[config.mk]
export PLATFORM = sky130hd
export DESIGN_NAME = cl_hello_world
export DESIGN_NICKNAME = d
export VERILOG_FILES = /design/src/cl_hello_pkg.sv /design/src/cl_hello_reg.sv /design/src/cl_hello_world.sv /design/src/cl_ocl_ctrl.sv /design/src/cl_tick_counter.sv /design/src/cl_vled.sv
export SDC_FILE = /design/constraint.sdc
export NUM_CORES = 1
export LEC_CHECK = 0
export ABC_AREA = 1
export BUFFER_PORTS_ARGS = -buffer_cell sky130_fd_sc_hd__buf_2
export CAP_MARGIN = 20
export CORE_AREA = 2 2 154 156
export DETAILED_ROUTE_END_ITERATION = 8
export DIE_AREA = 0 0 156 158
export HOLD_SLACK_MARGIN = 0.02
export PLACE_DENSITY = 0.73
export SYNTH_ARGS = -nofsm -noshare
export SYNTH_HDL_FRONTEND = slang
export SYNTH_SLANG_ARGS = --single-unit
[constraint.sdc]
create_clock -name clk_main_a0 -period 9.8 [get_ports clk_main_a0]
set_clock_uncertainty 0.15 [all_clocks]
set_input_delay 0.98 -clock clk_main_a0 [delete_from_list [all_inputs] [get_ports clk_main_a0]]
set_output_delay 0.98 -clock clk_main_a0 [all_outputs]
set_load 0.03 [all_outputs]
[src/cl_hello_pkg.sv]
/*
 * Hello-world peripheral shared types, register map and bus structs
 */

package cl_hello_pkg;

  // ------------------------------
  // Vector types
  // ------------------------------
  typedef logic [31:0] axil_addr_t;
  typedef logic [31:0] axil_data_t;
  typedef logic [1:0]  axil_resp_t;
  typedef logic [15:0] led_t;
  typedef logic [15:0] cnt_t;
  typedef logic [7:0]  tick_t;

  // AXI-Lite response codes
  localparam axil_resp_t RESP_OKAY   = 2'b00;
  localparam axil_resp_t RESP_SLVERR = 2'b10;

  // Controller FSM states
  typedef enum logic [2:0] {IDLE, WR_DATA, WR_RESP, RD_DECODE, RD_RESP} ocl_state_t;

  // ------------------------------
  // Register map
  // ------------------------------
  localparam axil_addr_t HELLO_WORLD_ADDR = 32'h0000_0500;
  localparam axil_addr_t VLED_ADDR        = 32'h0000_0504;
  localparam axil_addr_t CNT_CTRL_ADDR    = 32'h0000_0510;
  localparam axil_addr_t CNT_TICK_ADDR    = 32'h0000_0514;
  localparam axil_addr_t CNT_LOAD_ADDR    = 32'h0000_0518;
  localparam axil_addr_t CNT_WMARK_ADDR   = 32'h0000_051C;
  localparam axil_addr_t CNT_STATUS_ADDR  = 32'h0000_0520;

  // CNT_CTRL fields, load and clear are write-only pulses
  localparam int CTRL_ENABLE_BIT  = 0;
  localparam int CTRL_ONESHOT_BIT = 1;
  localparam int CTRL_LOAD_BIT    = 2;
  localparam int CTRL_CLEAR_BIT   = 3;

  // CNT_STATUS read layout
  localparam int STATUS_COUNT_LSB = 0;
  localparam int STATUS_TICK_LSB  = 16;
  localparam int STATUS_GE_BIT    = 24;

  // ------------------------------
  // Shared structs
  // ------------------------------
  // Single-cycle write enables plus the write data
  typedef struct packed {
    logic       hello_we;
    logic       cnt_ctrl_we;
    logic       cnt_tick_we;
    logic       cnt_load_we;
    logic       cnt_wmark_we;
    axil_data_t wdata;
  } reg_wr_t;

  // Counter readback bundle
  typedef struct packed {
    logic  enable;
    logic  oneshot;
    tick_t tick_value;
    cnt_t  load_value;
    cnt_t  watermark;
    tick_t tick_cnt;
    cnt_t  count;
    logic  ge_watermark;
  } cnt_rd_t;

endpackage

[src/cl_hello_reg.sv]
/*
 * Hello-world register
 * Stores a full word and presents it byte-reversed for readback
 */
`timescale 1ns/10ps

module cl_hello_reg
  import cl_hello_pkg::*;
(
  input  logic       clk_main_a0,
  input  logic       rst_main_n_sync,
  input  reg_wr_t    reg_wr,
  output axil_data_t hello_q,
  output axil_data_t hello_swapped
);

  // ------------------------------
  // Storage
  // ------------------------------
  // New value visible on the strobe edge
  always_ff @(posedge clk_main_a0)
  begin
    if (!rst_main_n_sync)
      hello_q <= '0;
    else if (reg_wr.hello_we)
      hello_q <= reg_wr.wdata;
  end

  // ------------------------------
  // Readback
  // ------------------------------
  // Byte 0 ends up in the top lane
  assign hello_swapped = {
    hello_q[7:0],
    hello_q[15:8],
    hello_q[23:16],
    hello_q[31:24]
  };

endmodule

[src/cl_hello_world.sv]
/*
 * Hello-world custom logic top
 * AXI-Lite control plus hello register, virtual LED and tick counter
 */
`timescale 1ns/10ps

module cl_hello_world
  import cl_hello_pkg::*;
#(
  parameter int DIP_SYNC_STAGES = 2
)
(
  input  logic       clk_main_a0,
  input  logic       rst_main_n_sync,
  // OCL AXI-Lite
  input  logic       awvalid,
  input  axil_addr_t awaddr,
  output logic       awready,
  input  logic       wvalid,
  input  axil_data_t wdata,
  // Full-word writes only, strobes are not decoded
  input  logic [3:0] wstrb,
  output logic       wready,
  output logic       bvalid,
  output axil_resp_t bresp,
  input  logic       bready,
  input  logic       arvalid,
  input  axil_addr_t araddr,
  output logic       arready,
  output logic       rvalid,
  output axil_data_t rdata,
  output axil_resp_t rresp,
  input  logic       rready,
  // Virtual DIP and LED
  input  led_t       sh_cl_status_vdip,
  output led_t       cl_sh_status_vled
);

  reg_wr_t    reg_wr;
  axil_data_t hello_q;
  axil_data_t hello_swapped;
  led_t       vled_q;
  cnt_rd_t    cnt_rd;

  // ------------------------------
  // Control
  // ------------------------------
  cl_ocl_ctrl i_cl_ocl_ctrl (
    .clk_main_a0     (clk_main_a0),
    .rst_main_n_sync (rst_main_n_sync),
    .awvalid         (awvalid),
    .awaddr          (awaddr),
    .awready         (awready),
    .wvalid          (wvalid),
    .wdata           (wdata),
    .wready          (wready),
    .bvalid          (bvalid),
    .bresp           (bresp),
    .bready          (bready),
    .arvalid         (arvalid),
    .araddr          (araddr),
    .arready         (arready),
    .rvalid          (rvalid),
    .rdata           (rdata),
    .rresp           (rresp),
    .rready          (rready),
    .hello_swapped   (hello_swapped),
    .vled_q          (vled_q),
    .cnt_rd          (cnt_rd),
    .reg_wr          (reg_wr)
  );

  // ------------------------------
  // Datapath
  // ------------------------------
  cl_hello_reg i_cl_hello_reg (
    .clk_main_a0     (clk_main_a0),
    .rst_main_n_sync (rst_main_n_sync),
    .reg_wr          (reg_wr),
    .hello_q         (hello_q),
    .hello_swapped   (hello_swapped)
  );

  // LEDs shadow the low hello half
  cl_vled #(
    .DIP_SYNC_STAGES (DIP_SYNC_STAGES)
  ) i_cl_vled (
    .clk_main_a0       (clk_main_a0),
    .rst_main_n_sync   (rst_main_n_sync),
    .hello_low         (hello_q[$bits(led_t)-1:0]),
    .sh_cl_status_vdip (sh_cl_status_vdip),
    .vled_q            (vled_q),
    .cl_sh_status_vled (cl_sh_status_vled)
  );

  cl_tick_counter i_cl_tick_counter (
    .clk_main_a0     (clk_main_a0),
    .rst_main_n_sync (rst_main_n_sync),
    .reg_wr          (reg_wr),
    .cnt_rd          (cnt_rd)
  );

endmodule

[src/cl_ocl_ctrl.sv]
/*
 * OCL AXI-Lite slave, single beat only
 * Decodes writes into register strobes and muxes read data from the datapath
 */
`timescale 1ns/10ps

module cl_ocl_ctrl
  import cl_hello_pkg::*;
(
  input  logic       clk_main_a0,
  input  logic       rst_main_n_sync,
  // Write address and data
  input  logic       awvalid,
  input  axil_addr_t awaddr,
  output logic       awready,
  input  logic       wvalid,
  input  axil_data_t wdata,
  output logic       wready,
  // Write response
  output logic       bvalid,
  output axil_resp_t bresp,
  input  logic       bready,
  // Read address
  input  logic       arvalid,
  input  axil_addr_t araddr,
  output logic       arready,
  // Read response
  output logic       rvalid,
  output axil_data_t rdata,
  output axil_resp_t rresp,
  input  logic       rready,
  // Datapath side
  input  axil_data_t hello_swapped,
  input  led_t       vled_q,
  input  cnt_rd_t    cnt_rd,
  output reg_wr_t    reg_wr
);

  ocl_state_t state_q;
  ocl_state_t state_d;
  axil_addr_t wr_addr_q;
  axil_addr_t rd_addr_q;
  axil_data_t rdata_q;
  axil_resp_t rresp_q;
  axil_data_t rd_word;
  axil_resp_t rd_resp;
  logic       aw_fire;
  logic       ar_fire;

  // ------------------------------
  // Handshake signals
  // ------------------------------
  // Write wins when both address channels arrive together
  assign awready = (state_q == IDLE);
  assign arready = (state_q == IDLE) && !awvalid;
  assign aw_fire = awvalid && awready;
  assign ar_fire = arvalid && arready;
  assign wready  = (state_q == WR_DATA) && wvalid;

  assign bvalid = (state_q == WR_RESP);
  // Unmapped writes are dropped but still answered OKAY
  assign bresp  = RESP_OKAY;
  assign rvalid = (state_q == RD_RESP);
  assign rdata  = rdata_q;
  assign rresp  = rresp_q;

  // ------------------------------
  // FSM
  // ------------------------------
  always_comb
  begin
    state_d = state_q;
    unique case (state_q)
      IDLE:
      begin
        if (aw_fire)
          state_d = WR_DATA;
        else if (ar_fire)
          state_d = RD_DECODE;
      end
      WR_DATA:   if (wvalid) state_d = WR_RESP;
      WR_RESP:   if (bready) state_d = IDLE;
      RD_DECODE: state_d = RD_RESP;
      RD_RESP:   if (rready) state_d = IDLE;
      default:   state_d = IDLE;
    endcase
  end

  always_ff @(posedge clk_main_a0)
  begin
    if (!rst_main_n_sync)
      state_q <= IDLE;
    else
      state_q <= state_d;
  end

  // Address latches
  always_ff @(posedge clk_main_a0)
  begin
    if (aw_fire)
      wr_addr_q <= awaddr;
    if (ar_fire)
      rd_addr_q <= araddr;
  end

  // ------------------------------
  // Write decode
  // ------------------------------
  // One strobe per register, live only during the w handshake
  always_comb
  begin
    reg_wr.hello_we     = wready && (wr_addr_q == HELLO_WORLD_ADDR);
    reg_wr.cnt_ctrl_we  = wready && (wr_addr_q == CNT_CTRL_ADDR);
    reg_wr.cnt_tick_we  = wready && (wr_addr_q == CNT_TICK_ADDR);
    reg_wr.cnt_load_we  = wready && (wr_addr_q == CNT_LOAD_ADDR);
    reg_wr.cnt_wmark_we = wready && (wr_addr_q == CNT_WMARK_ADDR);
    reg_wr.wdata        = wdata;
  end

  // ------------------------------
  // Read mux
  // ------------------------------
  always_comb
  begin
    rd_word = '0;
    rd_resp = RESP_OKAY;
    unique case (rd_addr_q)
      HELLO_WORLD_ADDR: rd_word = hello_swapped;
      VLED_ADDR:        rd_word[$bits(led_t)-1:0] = vled_q;
      CNT_CTRL_ADDR:
      begin
        // Load and clear always read back as zero
        rd_word[CTRL_ENABLE_BIT]  = cnt_rd.enable;
        rd_word[CTRL_ONESHOT_BIT] = cnt_rd.oneshot;
      end
      CNT_TICK_ADDR:    rd_word[$bits(tick_t)-1:0] = cnt_rd.tick_value;
      CNT_LOAD_ADDR:    rd_word[$bits(cnt_t)-1:0]  = cnt_rd.load_value;
      CNT_WMARK_ADDR:   rd_word[$bits(cnt_t)-1:0]  = cnt_rd.watermark;
      CNT_STATUS_ADDR:
      begin
        rd_word[STATUS_COUNT_LSB +: $bits(cnt_t)] = cnt_rd.count;
        rd_word[STATUS_TICK_LSB +: $bits(tick_t)] = cnt_rd.tick_cnt;
        rd_word[STATUS_GE_BIT]                    = cnt_rd.ge_watermark;
      end
      default:          rd_resp = RESP_SLVERR;
    endcase
  end

  // Captured once in RD_DECODE, then held through back-pressure
  always_ff @(posedge clk_main_a0)
  begin
    if (state_q == RD_DECODE)
    begin
      rdata_q <= rd_word;
      rresp_q <= rd_resp;
    end
  end

  // ------------------------------
  // Assertions
  // ------------------------------
  // Only one transaction in flight
  a_one_resp: assert property (@(posedge clk_main_a0) disable iff (!rst_main_n_sync)
    !(bvalid && rvalid));

  // Read response held under back-pressure
  a_rdata_hold: assert property (@(posedge clk_main_a0) disable iff (!rst_main_n_sync)
    (rvalid && !rready) |=> (rvalid && $stable(rdata) && $stable(rresp)));

endmodule

[src/cl_tick_counter.sv]
/*
 * Tick and event counter with register control
 * Enable, one-shot saturation, load, clear and watermark flag
 */
`timescale 1ns/10ps

module cl_tick_counter
  import cl_hello_pkg::*;
(
  input  logic    clk_main_a0,
  input  logic    rst_main_n_sync,
  input  reg_wr_t reg_wr,
  output cnt_rd_t cnt_rd
);

  logic  enable_q;
  logic  oneshot_q;
  tick_t tick_value_q;
  cnt_t  load_value_q;
  cnt_t  watermark_q;
  tick_t tick_cnt_q;
  cnt_t  count_q;
  logic  load_pulse;
  logic  clear_pulse;
  logic  tick_hit;
  logic  count_sat;

  // Self-clearing command bits, only live on the CNT_CTRL write
  assign load_pulse  = reg_wr.cnt_ctrl_we && reg_wr.wdata[CTRL_LOAD_BIT];
  assign clear_pulse = reg_wr.cnt_ctrl_we && reg_wr.wdata[CTRL_CLEAR_BIT];

  // ------------------------------
  // Configuration registers
  // ------------------------------
  always_ff @(posedge clk_main_a0)
  begin
    if (!rst_main_n_sync)
    begin
      enable_q     <= 1'b0;
      oneshot_q    <= 1'b0;
      tick_value_q <= '0;
      load_value_q <= '0;
      watermark_q  <= '0;
    end
    else
    begin
      if (reg_wr.cnt_ctrl_we)
      begin
        enable_q  <= reg_wr.wdata[CTRL_ENABLE_BIT];
        oneshot_q <= reg_wr.wdata[CTRL_ONESHOT_BIT];
      end
      if (reg_wr.cnt_tick_we)
        tick_value_q <= reg_wr.wdata[$bits(tick_t)-1:0];
      if (reg_wr.cnt_load_we)
        load_value_q <= reg_wr.wdata[$bits(cnt_t)-1:0];
      if (reg_wr.cnt_wmark_we)
        watermark_q <= reg_wr.wdata[$bits(cnt_t)-1:0];
    end
  end

  // ------------------------------
  // Tick divider and event counter
  // ------------------------------
  assign tick_hit  = (tick_cnt_q >= tick_value_q);
  // One-shot parks at all-ones
  assign count_sat = oneshot_q && (count_q == '1);

  // Priority is clear, then load, then counting
  always_ff @(posedge clk_main_a0)
  begin
    if (!rst_main_n_sync || clear_pulse)
    begin
      tick_cnt_q <= '0;
      count_q    <= '0;
    end
    else if (load_pulse)
      count_q <= load_value_q;
    else if (enable_q)
    begin
      tick_cnt_q <= tick_hit ? '0 : tick_cnt_q + 1'b1;
      if (tick_hit && !count_sat)
        count_q <= count_q + 1'b1;
    end
  end

  // ------------------------------
  // Readback
  // ------------------------------
  always_comb
  begin
    cnt_rd.enable       = enable_q;
    cnt_rd.oneshot      = oneshot_q;
    cnt_rd.tick_value   = tick_value_q;
    cnt_rd.load_value   = load_value_q;
    cnt_rd.watermark    = watermark_q;
    cnt_rd.tick_cnt     = tick_cnt_q;
    cnt_rd.count        = count_q;
    cnt_rd.ge_watermark = (count_q >= watermark_q);
  end

  // Saturated one-shot count only leaves all-ones by command
  a_oneshot_sat: assert property (@(posedge clk_main_a0) disable iff (!rst_main_n_sync)
    (oneshot_q && (count_q == '1) && !clear_pulse && !load_pulse) |=> (count_q != '0));

endmodule

[src/cl_vled.sv]
/*
 * Virtual LED block
 * Shadows the low hello half and masks it with synchronized DIP switches
 */
`timescale 1ns/10ps

module cl_vled
  import cl_hello_pkg::*;
#(
  parameter int DIP_SYNC_STAGES = 2
)
(
  input  logic clk_main_a0,
  input  logic rst_main_n_sync,
  input  led_t hello_low,
  input  led_t sh_cl_status_vdip,
  output led_t vled_q,
  output led_t cl_sh_status_vled
);

  // DIP synchronizer chain, last entry is the safe copy
  led_t dip_sync_q [DIP_SYNC_STAGES];

  // ------------------------------
  // DIP synchronizer
  // ------------------------------
  always_ff @(posedge clk_main_a0)
  begin
    if (!rst_main_n_sync)
    begin
      for (int i = 0; i < DIP_SYNC_STAGES; i++)
        dip_sync_q[i] <= '0;
    end
    else
    begin
      dip_sync_q[0] <= sh_cl_status_vdip;
      for (int i = 1; i < DIP_SYNC_STAGES; i++)
        dip_sync_q[i] <= dip_sync_q[i-1];
    end
  end

  // ------------------------------
  // LED shadow and output flop
  // ------------------------------
  always_ff @(posedge clk_main_a0)
  begin
    if (!rst_main_n_sync)
    begin
      vled_q            <= '0;
      cl_sh_status_vled <= '0;
    end
    else
    begin
      vled_q            <= hello_low;
      // Switch off = LED dark
      cl_sh_status_vled <= vled_q & dip_sync_q[DIP_SYNC_STAGES-1];
    end
  end

endmodule

## After elaboration in Yosys (flattened, before gate mapping)

Memories as Yosys holds them, arrays and structs flattened.
Cells that the tools add are included.

- Logic and storage cells: 89
- Memories kept: 1
- Output and inout bits: 57
- Register bits: 231
- Bits in writable memories: 32
- Input bits: 123

- Equal/unequal tests: 21
- Bitwise operators: 4
- Order comparisons: 2
- $add $sub $neg: 2
- Multiplexer cells: 19
- Reduce and logical (&&, ||, !) cells: 24

Memory list:

| name | depth | width | rd ports | clocked after Yosys merged registers in | wr ports | RTL line | text |
|---|---|---|---|---|---|---|---|
| i_cl_vled.dip_sync_q | 2 | 16 | 2 | 0 | 2 | cl_vled.sv:22 | `led_t dip_sync_q [DIP_SYNC_STAGES];` |

Operator list:

| cell | number |
|---|---|
| 32-bit by 11-bit equality test with 1-bit output (second input constant) | 12 |
| 16-bit two-way mux | 5 |
| 8-bit case mux with 5 select lines | 1 |
| 6-bit case mux with 6 select lines | 1 |
| 9-bit case mux with 2 select lines | 1 |
| 16-bit by 1-bit adder with 16-bit output (second input constant) | 1 |
| 16-bit AND | 1 |
| 16-bit equality test (second input constant) | 1 |
| 16-bit >= comparator | 1 |
| 3-bit two-way mux | 5 |
| 3-bit case mux with 5 select lines | 1 |
| 2-bit case mux with 7 select lines | 1 |
| 1-bit logical AND | 13 |
| 8-bit by 1-bit adder with 8-bit output (second input constant) | 1 |
| 8-bit >= comparator | 1 |
| 8-bit two-way mux | 1 |
| 7-bit OR reduction | 1 |
| 3-bit by 2-bit equality test with 1-bit output (second input constant) | 2 |
| 2-bit by 1-bit inequality test with 1-bit output (second input constant) | 2 |
| 2-bit AND reduction | 2 |
| 4-bit AND reduction | 1 |
| 2-bit nonzero test | 2 |
| 3-bit by 1-bit equality test with 1-bit output (second input constant) | 1 |
| 3-bit equality test (second input constant) | 1 |
| 9 further kinds | 13 |

## Longest topological paths before layout

Gate-level depths: netlist of run 1.

- Word-level depth: 7
- Gate-level depth with buffers: 14
- Depth with buffers taken out: 14

## Modules after synthesis

From an unflattened synthesis of run 1, not the netlist that was laid out.

- Cell total of the unflattened synthesis: 1469
- Area total of the unflattened synthesis: 11928.9 um^2

Modules (own cells, without submodules):

| module | cells each | instances | seq. area each (um^2) | area each (um^2) |
|---|---|---|---|---|
| cl_ocl_ctrl | 544 | 1 | 2972.9 | 5026.1 |
| cl_tick_counter | 492 | 1 | 1321.3 | 3492.1 |
| cl_vled | 199 | 1 | 1281.2 | 1835.5 |
| cl_hello_reg | 234 | 1 | 640.6 | 1575.3 |

## Worst setup path after synthesis of run 1

Ideal clock, no wire load.

- Path kind: input -> register
- Start point: input awvalid
- End point: register i_cl_ocl_ctrl.rd_addr_q[0], enable pin
- Library setup time: 0.461 ns
- Slack: 5.929 ns
- Buffers on the path: 0
- Arrival: 3.260 ns
- Stages on the path: 1
- Required time: 9.189 ns
- Path through: nor3_1

- Word-level cells in the longest chain between the ends: 3

RTL lines:

| item | RTL line | text |
|---|---|---|
| start, declared | cl_hello_world.sv:16 | `input logic awvalid,` |
| 1-bit logical NOT | cl_ocl_ctrl.sv:55 | `assign arready = (state_q == IDLE) && !awvalid;` |
| 1-bit logical AND | cl_ocl_ctrl.sv:55 |  |
| 1-bit logical AND | cl_ocl_ctrl.sv:57 | `assign ar_fire = arvalid && arready;` |
| end signal, assigned | cl_ocl_ctrl.sv:103 | `rd_addr_q <= araddr;` |
| end, declared | cl_ocl_ctrl.sv:42 | `axil_addr_t rd_addr_q;` |

Every way passes these cells.
A chain may end at the register's enable or synchronous reset.

## Worst setup path in the final report of run 1

- Start point: register i_cl_ocl_ctrl.wr_addr_q[31]
- End point: register i_cl_hello_reg.hello_q[20]

- Word-level cells in the longest chain between the ends: 2

RTL lines:

| item | RTL line | text |
|---|---|---|
| start, declared | cl_ocl_ctrl.sv:41 | `axil_addr_t wr_addr_q;` |
| start signal, assigned | cl_ocl_ctrl.sv:101 | `wr_addr_q <= awaddr;` |
| 32-bit by 11-bit equality test with 1-bit output | cl_ocl_ctrl.sv:112 | `reg_wr.hello_we = wready && (wr_addr_q == HELLO_WORLD_ADDR);` |
| 1-bit logical AND | cl_ocl_ctrl.sv:112 |  |
| end signal, assigned | cl_hello_reg.sv:26 | `hello_q <= reg_wr.wdata;` |
| end, declared | cl_hello_reg.sv:13 | `output axil_data_t hello_q,` |

Every way passes these cells.

==> results of run 1 <==
-- layout make-up --
type | count | area share
multi-input combinational | 783 | 0.302
inverter | 194 | 0.0556
sequential | 262 | 0.475
tap | 290 | 0.0277
clock buffer | 38 | 0.0570
timing repair buffer | 179 | 0.0718
antenna | 4 | 0.000764
clock inverter | 12 | 0.0109
-- state kept, by name (all words and copies together), names as in the netlist --
register and cells:
i_cl_hello_reg.hello_q 32, i_cl_ocl_ctrl.rd_addr_q 32, i_cl_ocl_ctrl.rdata 32, i_cl_ocl_ctrl.rresp 1, i_cl_ocl_ctrl.state_q 3, i_cl_ocl_ctrl.wr_addr_q 32, i_cl_tick_counter.count_q 16, i_cl_tick_counter.enable_q 1
i_cl_tick_counter.load_value_q 16, i_cl_tick_counter.oneshot_q 1, i_cl_tick_counter.tick_cnt_q 8, i_cl_tick_counter.tick_value_q 8, i_cl_tick_counter.watermark_q 16, i_cl_vled.cl_sh_status_vled 16, i_cl_vled.dip_sync_q 32, i_cl_vled.vled_q 16
-- through the flow --
| stage | worst slack, ns | utilization | instance area, um^2 | power, W |
|---|---|---|---|---|
| after global routing | 6.29 | 0.568 | 13100 | 0.00261 |
| final | 6.52 | 0.568 | 13100 | 0.00252 |
| after detailed placement | 6.35 | 0.528 | 12200 | 0.00152 |
| after CTS | 6.57 | 0.567 | 13100 | 0.00254 |
| after global placement | 6.43 | 0.527 | 12200 | 0.00152 |
| after floorplan | 5.93 | - | 11200 | 0.00143 |
-- how the worst max path moves through the flow --
stage                                        end  slack, ns  depth (start not counted)
2_1_floorplan         i_cl_ocl_ctrl.rd_addr_q[0]       5.93                          1
6_report              i_cl_hello_reg.hello_q[20]       6.52                          8
5_1_grt               i_cl_hello_reg.hello_q[31]       6.29                          8
3_5_place_dp    i_cl_tick_counter.watermark_q[1]       6.35                          6
4_1_cts               i_cl_hello_reg.hello_q[20]       6.57                          8
3_3_place_gp   i_cl_tick_counter.watermark_q[11]       6.43                          6
-- power groups by stage --
stage	Sequential [W]	Combinational (W)	Clock (W)
6_report	0.00125	0.000247	0.00103
3_3_place_gp	0.00127	0.000243	0
5_1_grt	0.00126	0.000271	0.00108
3_5_place_dp	0.00127	0.000249	0
2_1_floorplan	0.00130	0.000130	0
4_1_cts	0.00125	0.000250	0.00104
-- worst reg2reg max path, cell delays in order (launching register included) --
cell and delay [ns]:
edfxtp_1 0.39, nor2_1 0.12, nand2_1 0.07, nor2_1 0.11, nand2_1 0.35, nor2_1 0.67, nand2_2 0.74, o21ai_0 0.50
nor2_1 0.07
-- synthesized netlist by cell type (3+ instances only) --
| master | count |
|---|---|
| a21oi_1 | 100 |
| buf_2 | 13 |
| buf_4 | 4 |
| buf_6 | 9 |
| clkbuf_1 | 24 |
| dfxtp_1 | 165 |
| edfxtp_1 | 97 |
| ha_1 | 26 |
| inv_1 | 185 |
| inv_2 | 8 |
| nand2_1 | 235 |
| nand2_2 | 5 |
| nand3_1 | 79 |
| nand4_1 | 16 |
| nor2_1 | 140 |
| nor2_2 | 4 |
| nor2_4 | 3 |
| nor3_1 | 22 |
| nor3_4 | 3 |
| nor4_1 | 7 |
| o21ai_0 | 85 |
| o22ai_1 | 14 |
| xor2_1 | 15 |
-- cells by family (layout without fill, tap and decap cells) --
family / after synthesis / in the layout
adder cells (fa/ha/maj): 26 / 26
AO/OA/AOI/OAI: 208 / 208
AND/OR/NAND/NOR: 529 / 529
other: 1 / 7
flip-flops: 262 / 262
buffers and inverters: 246 / 423
XOR/XNOR: 17 / 17
-- metal layers --
metal	track usage	vias to the layer above	part of all wire
met5	0	-	0
li1	-	4503	-
met2	0.364	395	0.45
met3	0.0454	60	0.087
met1	0.287	4133	0.42
met4	0.0834	0	0.039
==> results by group, run 1 <==
Floorplan
  • Die area: 24600 um^2
  • Die extent in x: around 160 um
  • Core region area: roughly 23000 um^2
  • Starting Density: 0.484
  • Row cnt: 56
  • Die Y: ~160 um
  • Ports: 180

Final layout
  • Fin cells: 1762
  • Seq. cell area: 6220 um^2
  • Final #Nets: 1596
  • Multi-input logic area: around 3900 um^2
  • Layout cells sized above 1: 0.176
  • Commonest non-fill, non-tap cell in the layout: nand2_1
  • Fill count: between 2000 and 2500
  • Leading cell types in the layout, fill and taps excluded: nand2_1 (235), inv_1 (185), buf_2 (172), dfxtp_1 (165), nor2_1 (139)
  • Layout area overhead: 17.3%

Clock network
  • Setup Buffers After CTS: 0
  • Worst skew pair latency: 0.54 ns
  • Clk sink count: 262
  • TritonCTS clock tree: yes
  • CTS root buf: clkbuf_16
  • Clock slew at reported path FFs: 0.06 ns
  • Num CTS Buffers: 27
  • H-tree depth: 1
  • Worst-case clock buffer depth: 3
  • Post-CTS Resized: 0
  • Cts hold-fix bufs: 0

Route
  • Initial DRC Count: between 700 and 800
  • DR WL/cell: 15.4 um
  • DRC viols: 0
  • Vias/cell: roughly 5.2
  • Final antenna-violating net count: 0
  • DR pass1 iterations: 6
  • WL final: 27200 um
  • Via count: between 9000 and 10000

Synthesis
  • Compound-cell area share of the yosys netlist: 0.0974
  • Top post-synthesis cells by area: dfxtp_1 (30%), edfxtp_1 (26%), nand2_1 (7.9%), inv_1 (6.2%), nor2_1 (4.7%)
  • Area of the mapped netlist: 11200 um^2
  • Netlist cell types: 45
  • Yosys top cell by area: dfxtp_1
  • Post-Synth Simple-Gate Area: 0.212
  • Post-Synth XOR/XNOR Area: 0.0133
  • Ys flop type: dfxtp_1
  • Share of the synthesized area in the top cell type: 0.296
  • Syn_area_per_cell: about 8.7 um^2
  • Post-Synth Adder-Cell Area: 0.0291
  • Async SR Flop Fraction: 0
  • Mux cell area share after synthesis: 0
  • Post-synth EDFFs: 97
  • Register bit total from synthesis: 262
  • Sequential fraction of the synthesis area: 0.557
  • Largest family of logic cells by synthesized area: simple AND/OR/NAND/NOR gates
  • Ys Warns: 0
  • Post-Synthesis Cells: ~1300

Power
  • Sw Share: 0.248
  • Worst vdd ir: 0.000167 V
  • Net switching power: 0.000625 W
  • Leak pwr: between 5 and 6 nW
  • Int Power: roughly 0.0019 W
  • Pwr dens: 193 nW/um^2
  • Clk pwr share: 0.407
  • Comb power frac: 0.098
  • Reg power frac: 0.495

Placed design
  • I/O Buffers: 172
  • Detailed placement HPWL: 19400 um
  • Count of placed standard cells including taps: between 1500 and 2000
  • GPL Wtd Cong: 0.918

Status
  • Status: complete, no violations

STA
  • RSZ-0062 raised after global routing: no
  • Fmax: roughly 0.3 GHz
  • Hold Vio Cnt, Final: 0
  • Slew HR: 0.355
  • Final setup violation count: 0
  • Worst-margin pin slew: between 0.9 and 1 ns
  • Minimum clock period: between 3 and 4 ns
  • Fin crit share: 0.334
  • Total negative slack: 0 ns
  • Final Max Slew Viols: 0
  • Final hold slack: approximately 0.26 ns

Worst setup path
  • Critical Path, Cell by Cell: nor2_1 > nand2_1 > nor2_1 > nand2_1 > nor2_1 > nand2_2 > o21ai_0 > nor2_1
  • Worst path max stage delay: 0.74 ns
  • CP top delay family: simple AND/OR/NAND/NOR gates
  • Worst Path Max Fanout: 59
  • Startpoint type of the worst setup path: flip-flop
  • Bufs and invs on worst path: 0
  • Critical path start-end classification: flip-flop to flip-flop
  • Launch point of the worst reg-to-reg path: i_cl_ocl_ctrl.wr_addr_q[31]
  • Reg2reg path depth: 8
  • CP arrival: ~3.6 ns
  • Reg-to-reg setup timing slack: 6.52 ns
  • Critical R2R Capture: i_cl_hello_reg.hello_q[20]
  • Slowest cell on crit path: nand2_2
  • Endpoint class of the critical path: flip-flop
  • Crit path required time: 10.07 ns
  • Most used cell along the critical path: nor2_1
  • Crit. Startpoint: i_cl_ocl_ctrl.wr_addr_q[31]

Min path
  • Worst hold path class: flip-flop to flip-flop
  • Hold endpoint: i_cl_vled.dip_sync_q[0][29]
  • Beginning of the worst hold path: i_cl_vled.dip_sync_q[0][13]
  • WHS Path Cells: 2

Global route
  • Vias in the first global route: roughly 8200
  • GRT Total Usage: 0.220
  • Grt ovf: 0
  • Initial antenna violation count: 4
  • First-pass GRT wire length: 42600 um
  • Largest net degree at the start of global routing: 74

Job
  • Max Cap Viol: 0
Power figures use the tool's default switching activity.
==> run 2: changes to the inputs <==
Settings changed: ABC_AREA 1 to 0, CORE_AREA 2 2 154 156 to 2 2 151 153, DIE_AREA 0 0 156 158 to 0 0 153 155.
Clock period 9.8 ns to 3.4 ns, I/O delays scaled along.
==> run 2 against run 1 <==
Fmax rose by 20%. Combinational power grew 67%. Routed wire length increased by 3.7%. Register-to-register slack worse by 5.9 ns. Setup slack lost 5.9 ns. Critical path type unchanged.
==> results by group, run 2 <==
Status
  • Status: complete, no violations

Synthesis
  • Post-Synth XOR/XNOR Area: 0.0157
  • Post-Synthesis Cells: approximately 980
  • Post-synth EDFFs: between 90 and 100
  • Yosys top cell by area: dfxtp_1
  • Share of the synthesized area in the top cell type: 0.311
  • Compound-cell area share of the yosys netlist: 0.0950
  • Register bit total from synthesis: 262
  • Top post-synthesis cells by area: dfxtp_1 (31%), edfxtp_1 (27%), nand2_1 (4.5%), mux2i_1 (3.4%), and2_1 (3.4%)
  • Netlist cell types: 66
  • Area of the mapped netlist: 10600 um^2
  • Async SR Flop Fraction: 0
  • Largest family of logic cells by synthesized area: simple AND/OR/NAND/NOR gates
  • Most frequent cell after synthesis: dfxtp_1
  • Post-Synth Simple-Gate Area: 0.193
  • Ys Warns: 0
  • Post-Synth Adder-Cell Area: 0.0306
  • Sequential fraction of the synthesis area: 0.585
  • Synth cell count leaders: dfxtp_1 (165), nand2_1 (128), edfxtp_1 (97)
  • Syn_area_per_cell: roughly 11 um^2
  • Mux cell area share after synthesis: 0.0435
  • Ys flop type: dfxtp_1

Worst setup path
  • CP arrival: 3.04 ns
  • Crit path required time: between 3 and 4 ns
  • Critical R2R Capture: i_cl_tick_counter.load_value_q[11]
  • Worst path max stage delay: 0.79 ns
  • Launch point of the worst reg-to-reg path: i_cl_ocl_ctrl.wr_addr_q[1]
  • CP top delay family: simple AND/OR/NAND/NOR gates
  • Startpoint type of the worst setup path: flip-flop
  • Reg2reg path depth: 6
  • Levels on crit path: 6
  • Critical Path, Cell by Cell: nor4_1 > nand4_1 > nor3_2 > and4b_1 > nand2_1 > a21oi_1
  • Crit. Startpoint: i_cl_ocl_ctrl.wr_addr_q[1]
  • Reg-to-reg setup timing slack: about 0.67 ns
  • Worst Path Max Fanout: 16
  • Worst setup path endpoint: i_cl_tick_counter.load_value_q[11]
  • Bufs and invs on worst path: 0
  • Slowest cell on crit path: and4b_1
  • Endpoint class of the critical path: flip-flop
  • Critical path start-end classification: flip-flop to flip-flop

Floorplan
  • Die Y: ~160 um
  • Die area: 23700 um^2
  • Row cnt: 55
  • Starting Density: 0.478
  • Core region area: 22200 um^2
  • Die extent in x: 153 um
  • Ports: 180

Min path
  • Worst hold path class: input pin to flip-flop
  • WHS Path Cells: 4
  • Beginning of the worst hold path: rst_main_n_sync

Global route
  • First-pass GRT wire length: 44100 um
  • GRT Total Usage: 0.233
  • Grt ovf: 0
  • Largest net degree at the start of global routing: 94
  • Vias in the first global route: 8259
  • Initial antenna violation count: 0

Clock network
  • H-tree depth: 1
  • Worst skew pair latency: 0.54 ns
  • CTS root buf: clkbuf_16
  • Num CTS Buffers: 28
  • Clk sink count: 262
  • Clock slew at reported path FFs: 0.06 ns
  • Setup Buffers After CTS: 0
  • Worst-case clock buffer depth: 3
  • TritonCTS clock tree: yes

Power
  • Leak pwr: 5.32 nW
  • Worst vdd ir: 0.000409 V
  • Pwr dens: between 500 and 600 nW/um^2
  • Pwr Total: 0.00706 W

STA
  • Slew HR: 0.446
  • Minimum clock period: roughly 2.7 ns
  • Worst-margin pin slew: 0.830 ns
  • Fmax: 0.366 GHz
  • Final setup violation count: 0
  • RSZ-0062 raised after global routing: no
  • Total negative slack: 0 ns
  • Fin crit share: 0.803
  • Final hold slack: 0.214 ns
  • Hold Vio Cnt, Final: 0
  • Final Max Slew Viols: 0

Route
  • Via count: 8372
  • DR WL/cell: around 18 um
  • Vias/cell: 5.35
  • DR pass1 iterations: 5
  • DRC viols: 0
  • WL final: about 28000 um
  • Final antenna-violating net count: 0
  • Initial DRC Count: 506

Final layout
  • Commonest non-fill, non-tap cell in the layout: buf_2
  • Layout area overhead: 30.3%
  • Leading cell types in the layout, fill and taps excluded: buf_2 (172), dfxtp_1 (165), nand2_1 (128), dlygate4sd3_1 (116), edfxtp_1 (97)
  • N_diodes: 0
  • Final #Nets: 1408
  • Layout cells sized above 1: 0.215

Placed design
  • GPL Wtd Cong: between 0.9 and 1
  • I/O Buffers: approximately 170
  • Detailed placement HPWL: 17900 um

Job
  • Max Cap Viol: 0
## run 2: how the worst min path moves through the flow
stage                                  end  slack (ns)
3_5_place_dp   i_cl_vled.dip_sync_q[0][22]        0.27
3_3_place_gp   i_cl_vled.dip_sync_q[0][31]        0.26
4_1_cts           i_cl_ocl_ctrl.state_q[1]        0.14
6_report         i_cl_hello_reg.hello_q[0]        0.21
2_1_floorplan  i_cl_vled.dip_sync_q[0][16]        0.26
5_1_grt          i_cl_hello_reg.hello_q[4]        0.21
## run 2: layer usage
metal / share of wire / vias up / track usage
met4: 0.027 / 0 / 0.0719
met5: 0 / - / 0
met2: 0.52 / 286 / 0.436
met1: 0.40 / 3992 / 0.278
met3: 0.051 / 54 / 0.0326
li1: - / 4040 / -
## run 2: worst min-delay path: stages
cell,delay (ns)
buf_2,0.15
buf_4,0.22
nand2_1,0.08
o21ai_0,0.06
## run 2: through the flow
step | cell area, um^2 | instances | setup slack (ns) | utilization
3_5_place_dp | 11700 | 1398 | 0.710 | 0.525
3_3_place_gp | 11700 | 1398 | 0.736 | 0.525
5_1_grt | 13800 | 1566 | 0.477 | 0.623
4_1_cts | 13800 | 1566 | 0.699 | 0.623
2_1_floorplan | 10600 | 983 | 0.451 | -
6_report | 13800 | 1566 | 0.671 | 0.623
## run 2: where the power goes
group          internal (W)  switching (W)
logic              0.000194       0.000218
registers           0.00335      0.0000422
clock network       0.00202        0.00124
## run 2: layout make-up
cell class	count	area [um^2]
Tap cell	285	357
Multi-Input combinational cell	635	4020
Clock buffer	40	838
Fill cell	1731	8390
Timing Repair Buffer	303	2130
Clock inverter	12	165
Inverter	29	109
Sequential cell	262	6220
## run 2: kinds of logic after synthesis
| group | after synthesis |
|---|---|
| xor gates and xnor gates | 19 |
| DFF | 262 |
| adders and majority gates | 26 |
| and+or+nand+nor | 390 |
| AOI/OAI and AO/OA | 153 |
| muxes | 44 |
| other | 1 |
| buffers and inverters | 86 |
## run 2: what timing repair did
| item | 4_1_cts | 5_1_grt |
|---|---|---|
| gates resized for setup | 0 | 0 |
| endpoints found under the hold margin | 153 | 0 |
| hold buffers | 116 | 0 |
==> run 3: changes to the inputs <==
Settings changed: ABC_AREA 0 to 1, CORE_AREA 2 2 151 153 to 2 2 154 156, DIE_AREA 0 0 153 155 to 0 0 156 158, PLACE_DENSITY 0.73 to 0.76.
Clock period 3.4 ns to 2.34 ns, I/O delays scaled along.
==> run 3 against run 2 <==
Worst hold slack worse by 0.10 ns. Clock-buffer cell count decreased by 5. First-iteration DRC count rose by 76%. Via count is 17% higher. Setup slack got worse by 0.55 ns. Global-route usage is 1.8 points higher. Power rose by 54%. Critical endpoint is now wready. Critical path type is now flip-flop to primary output. Cell area increased by 5.1%. Largest cell class unchanged.
==> results by group, run 3 (synthesis results as in run 1) <==
Placed design
  • I/O Buffers: 172
  • Detailed placement HPWL: 20000 um
  • DP Worst Slack: 0.161 ns
  • Placed Area: around 12000 um^2
  • GPL Wtd Cong: 0.898

Global route
  • Grt ovf: 0
  • Top Usage Layer GRT: met2
  • GRT met1 Usage: 0.315
  • Vias in the first global route: 9472
  • Largest net degree at the start of global routing: 80
  • GRT Total Usage: 0.251
  • Grt met3 use: 0.0433
  • Initial antenna violation count: 1
  • Met2 Usage GRT: 0.443
  • First-pass GRT wire length: 48400 um

Power
  • Worst vdd ir: 0.000716 V
  • Pwr Total: 0.0109 W
  • Pwr dens: between 700 and 800 nW/um^2
  • Leak pwr: 6.15 nW

Worst setup path
  • CP arrival: 1.83 ns
  • Bufs and invs on worst path: 3
  • Startpoint type of the worst setup path: flip-flop
  • Endpoint class of the critical path: primary output
  • Critical path start-end classification: flip-flop to primary output
  • Slowest cell on crit path: dfxtp_1
  • Worst Path Max Fanout: 16
  • Critical Path, Cell by Cell: inv_2 > nand3_2 > nor2_4 > buf_4 > buf_2
  • CP top delay family: buffers and inverters
  • Worst path max stage delay: 0.33 ns
  • Crit path required time: 1.96 ns

STA
  • Final setup violation count: 0
  • Final worst-path setup slack: 0.122 ns
  • RSZ-0062 raised after global routing: no
  • Hold Vio Cnt, Final: 0
  • Fin crit share: 0.948
  • Fmax: 0.451 GHz
  • Slew HR: 0.663
  • Minimum clock period: 2.22 ns
  • Final Max Slew Viols: 0
  • Worst-margin pin slew: 0.506 ns

Final layout
  • Layout area overhead: 30.3%
  • Final instance area: 14500 um^2
  • Final #Nets: 1741
  • Layout cells sized above 1: 0.181
  • N_diodes: 0
  • Commonest non-fill, non-tap cell in the layout: nand2_1
  • Leading cell types in the layout, fill and taps excluded: nand2_1 (233), inv_1 (185), buf_2 (172), dfxtp_1 (165), nor2_1 (134)

Floorplan
  • Ports: between 150 and 200
  • Starting Density: 0.484
  • Die extent in x: 156 um
  • Die area: between 20000 and 25000 um^2
  • Die Y: 158 um
  • Core region area: about 23000 um^2
  • Row cnt: 56

Route
  • Vias/cell: 5.16
  • DRC viols: 0
  • Initial DRC Count: ~900
  • Final antenna-violating net count: 0
  • DR pass1 iterations: 6
  • WL final: 31500 um
  • DR WL/cell: around 17 um
  • Via count: 9811

Min path
  • Worst hold path class: input pin to flip-flop

Clock network
  • CTS root buf: clkbuf_16
  • H-tree depth: 1
  • Clock slew at reported path FFs: around 0.070 ns
  • TritonCTS clock tree: yes
  • Worst skew pair latency: around 0.53 ns
  • Num CTS Buffers: 27
  • Worst-case clock buffer depth: 3
  • Clk sink count: roughly 260

Status
  • Status: complete, no violations

Job
  • Max Cap Viol: 0
## run 3: worst paths after layout
check                                   start                               end  slack [ns]  depth (start not counted)
hold reg to reg   i_cl_vled.dip_sync_q[0][21]    i_cl_vled.cl_sh_status_vled[5]        0.26                          2
setup reg to reg  i_cl_ocl_ctrl.wr_addr_q[31]        i_cl_hello_reg.hello_q[24]        0.15                          9
setup / recovery     i_cl_ocl_ctrl.state_q[1]                            wready        0.12                          5
hold / removal                       wdata[2]  i_cl_tick_counter.watermark_q[2]        0.11                          3
## run 3: final cells by class
| cell class | count | area (um^2) |
|---|---|---|
| tap | 290 | 363 |
| fill | 1860 | 8500 |
| timing repair buffer | 324 | 2350 |
| clock buffer | 35 | 726 |
| clock inverter | 14 | 151 |
| inverter | 194 | 728 |
| sequential | 262 | 6220 |
| multi-input combinational | 783 | 4010 |
## run 3: where the power goes
group | internal [W] | switching, W
Combinational | 0.000450 | 0.000889
Clock | 0.00251 | 0.00175
Sequential | 0.00513 | 0.000139
Total | 0.00809 | 0.00278
## run 3: per-layer routing
| layer | vias up | part of all wire |
|---|---|---|
| li1 | 4785 | - |
| met1 | 4472 | 0.40 |
| met2 | 489 | 0.49 |
| met3 | 65 | 0.086 |
| met4 | 0 | 0.030 |
| met5 | - | 0 |
## run 3: through the flow
step / utilization / TNS (ns) / instances / hold WS [ns]
floorplan: - / -0.817 / 1291 / 0.182
global placement: 0.539 / 0 / 1733 / 0.245
detailed placement: 0.539 / 0 / 1733 / 0.247
CTS: 0.628 / 0 / 1900 / 0.0525
global route: 0.631 / 0 / 1902 / 0.120
finish: 0.631 / 0 / 1902 / 0.112
## run 3: what timing repair did
item	CTS	global route
hold buffers	118	0
setup endpoints to repair	0	35
setup buffers	0	2
hold endpoints to repair	155	0
resized for setup	0	16
## run 3: worst min-delay path, delay by kind of cell
kind / cells / cell delay, ns
buffers and inverters: 1 / 0.27
AOI/OAI and AO/OA: 2 / 0.24
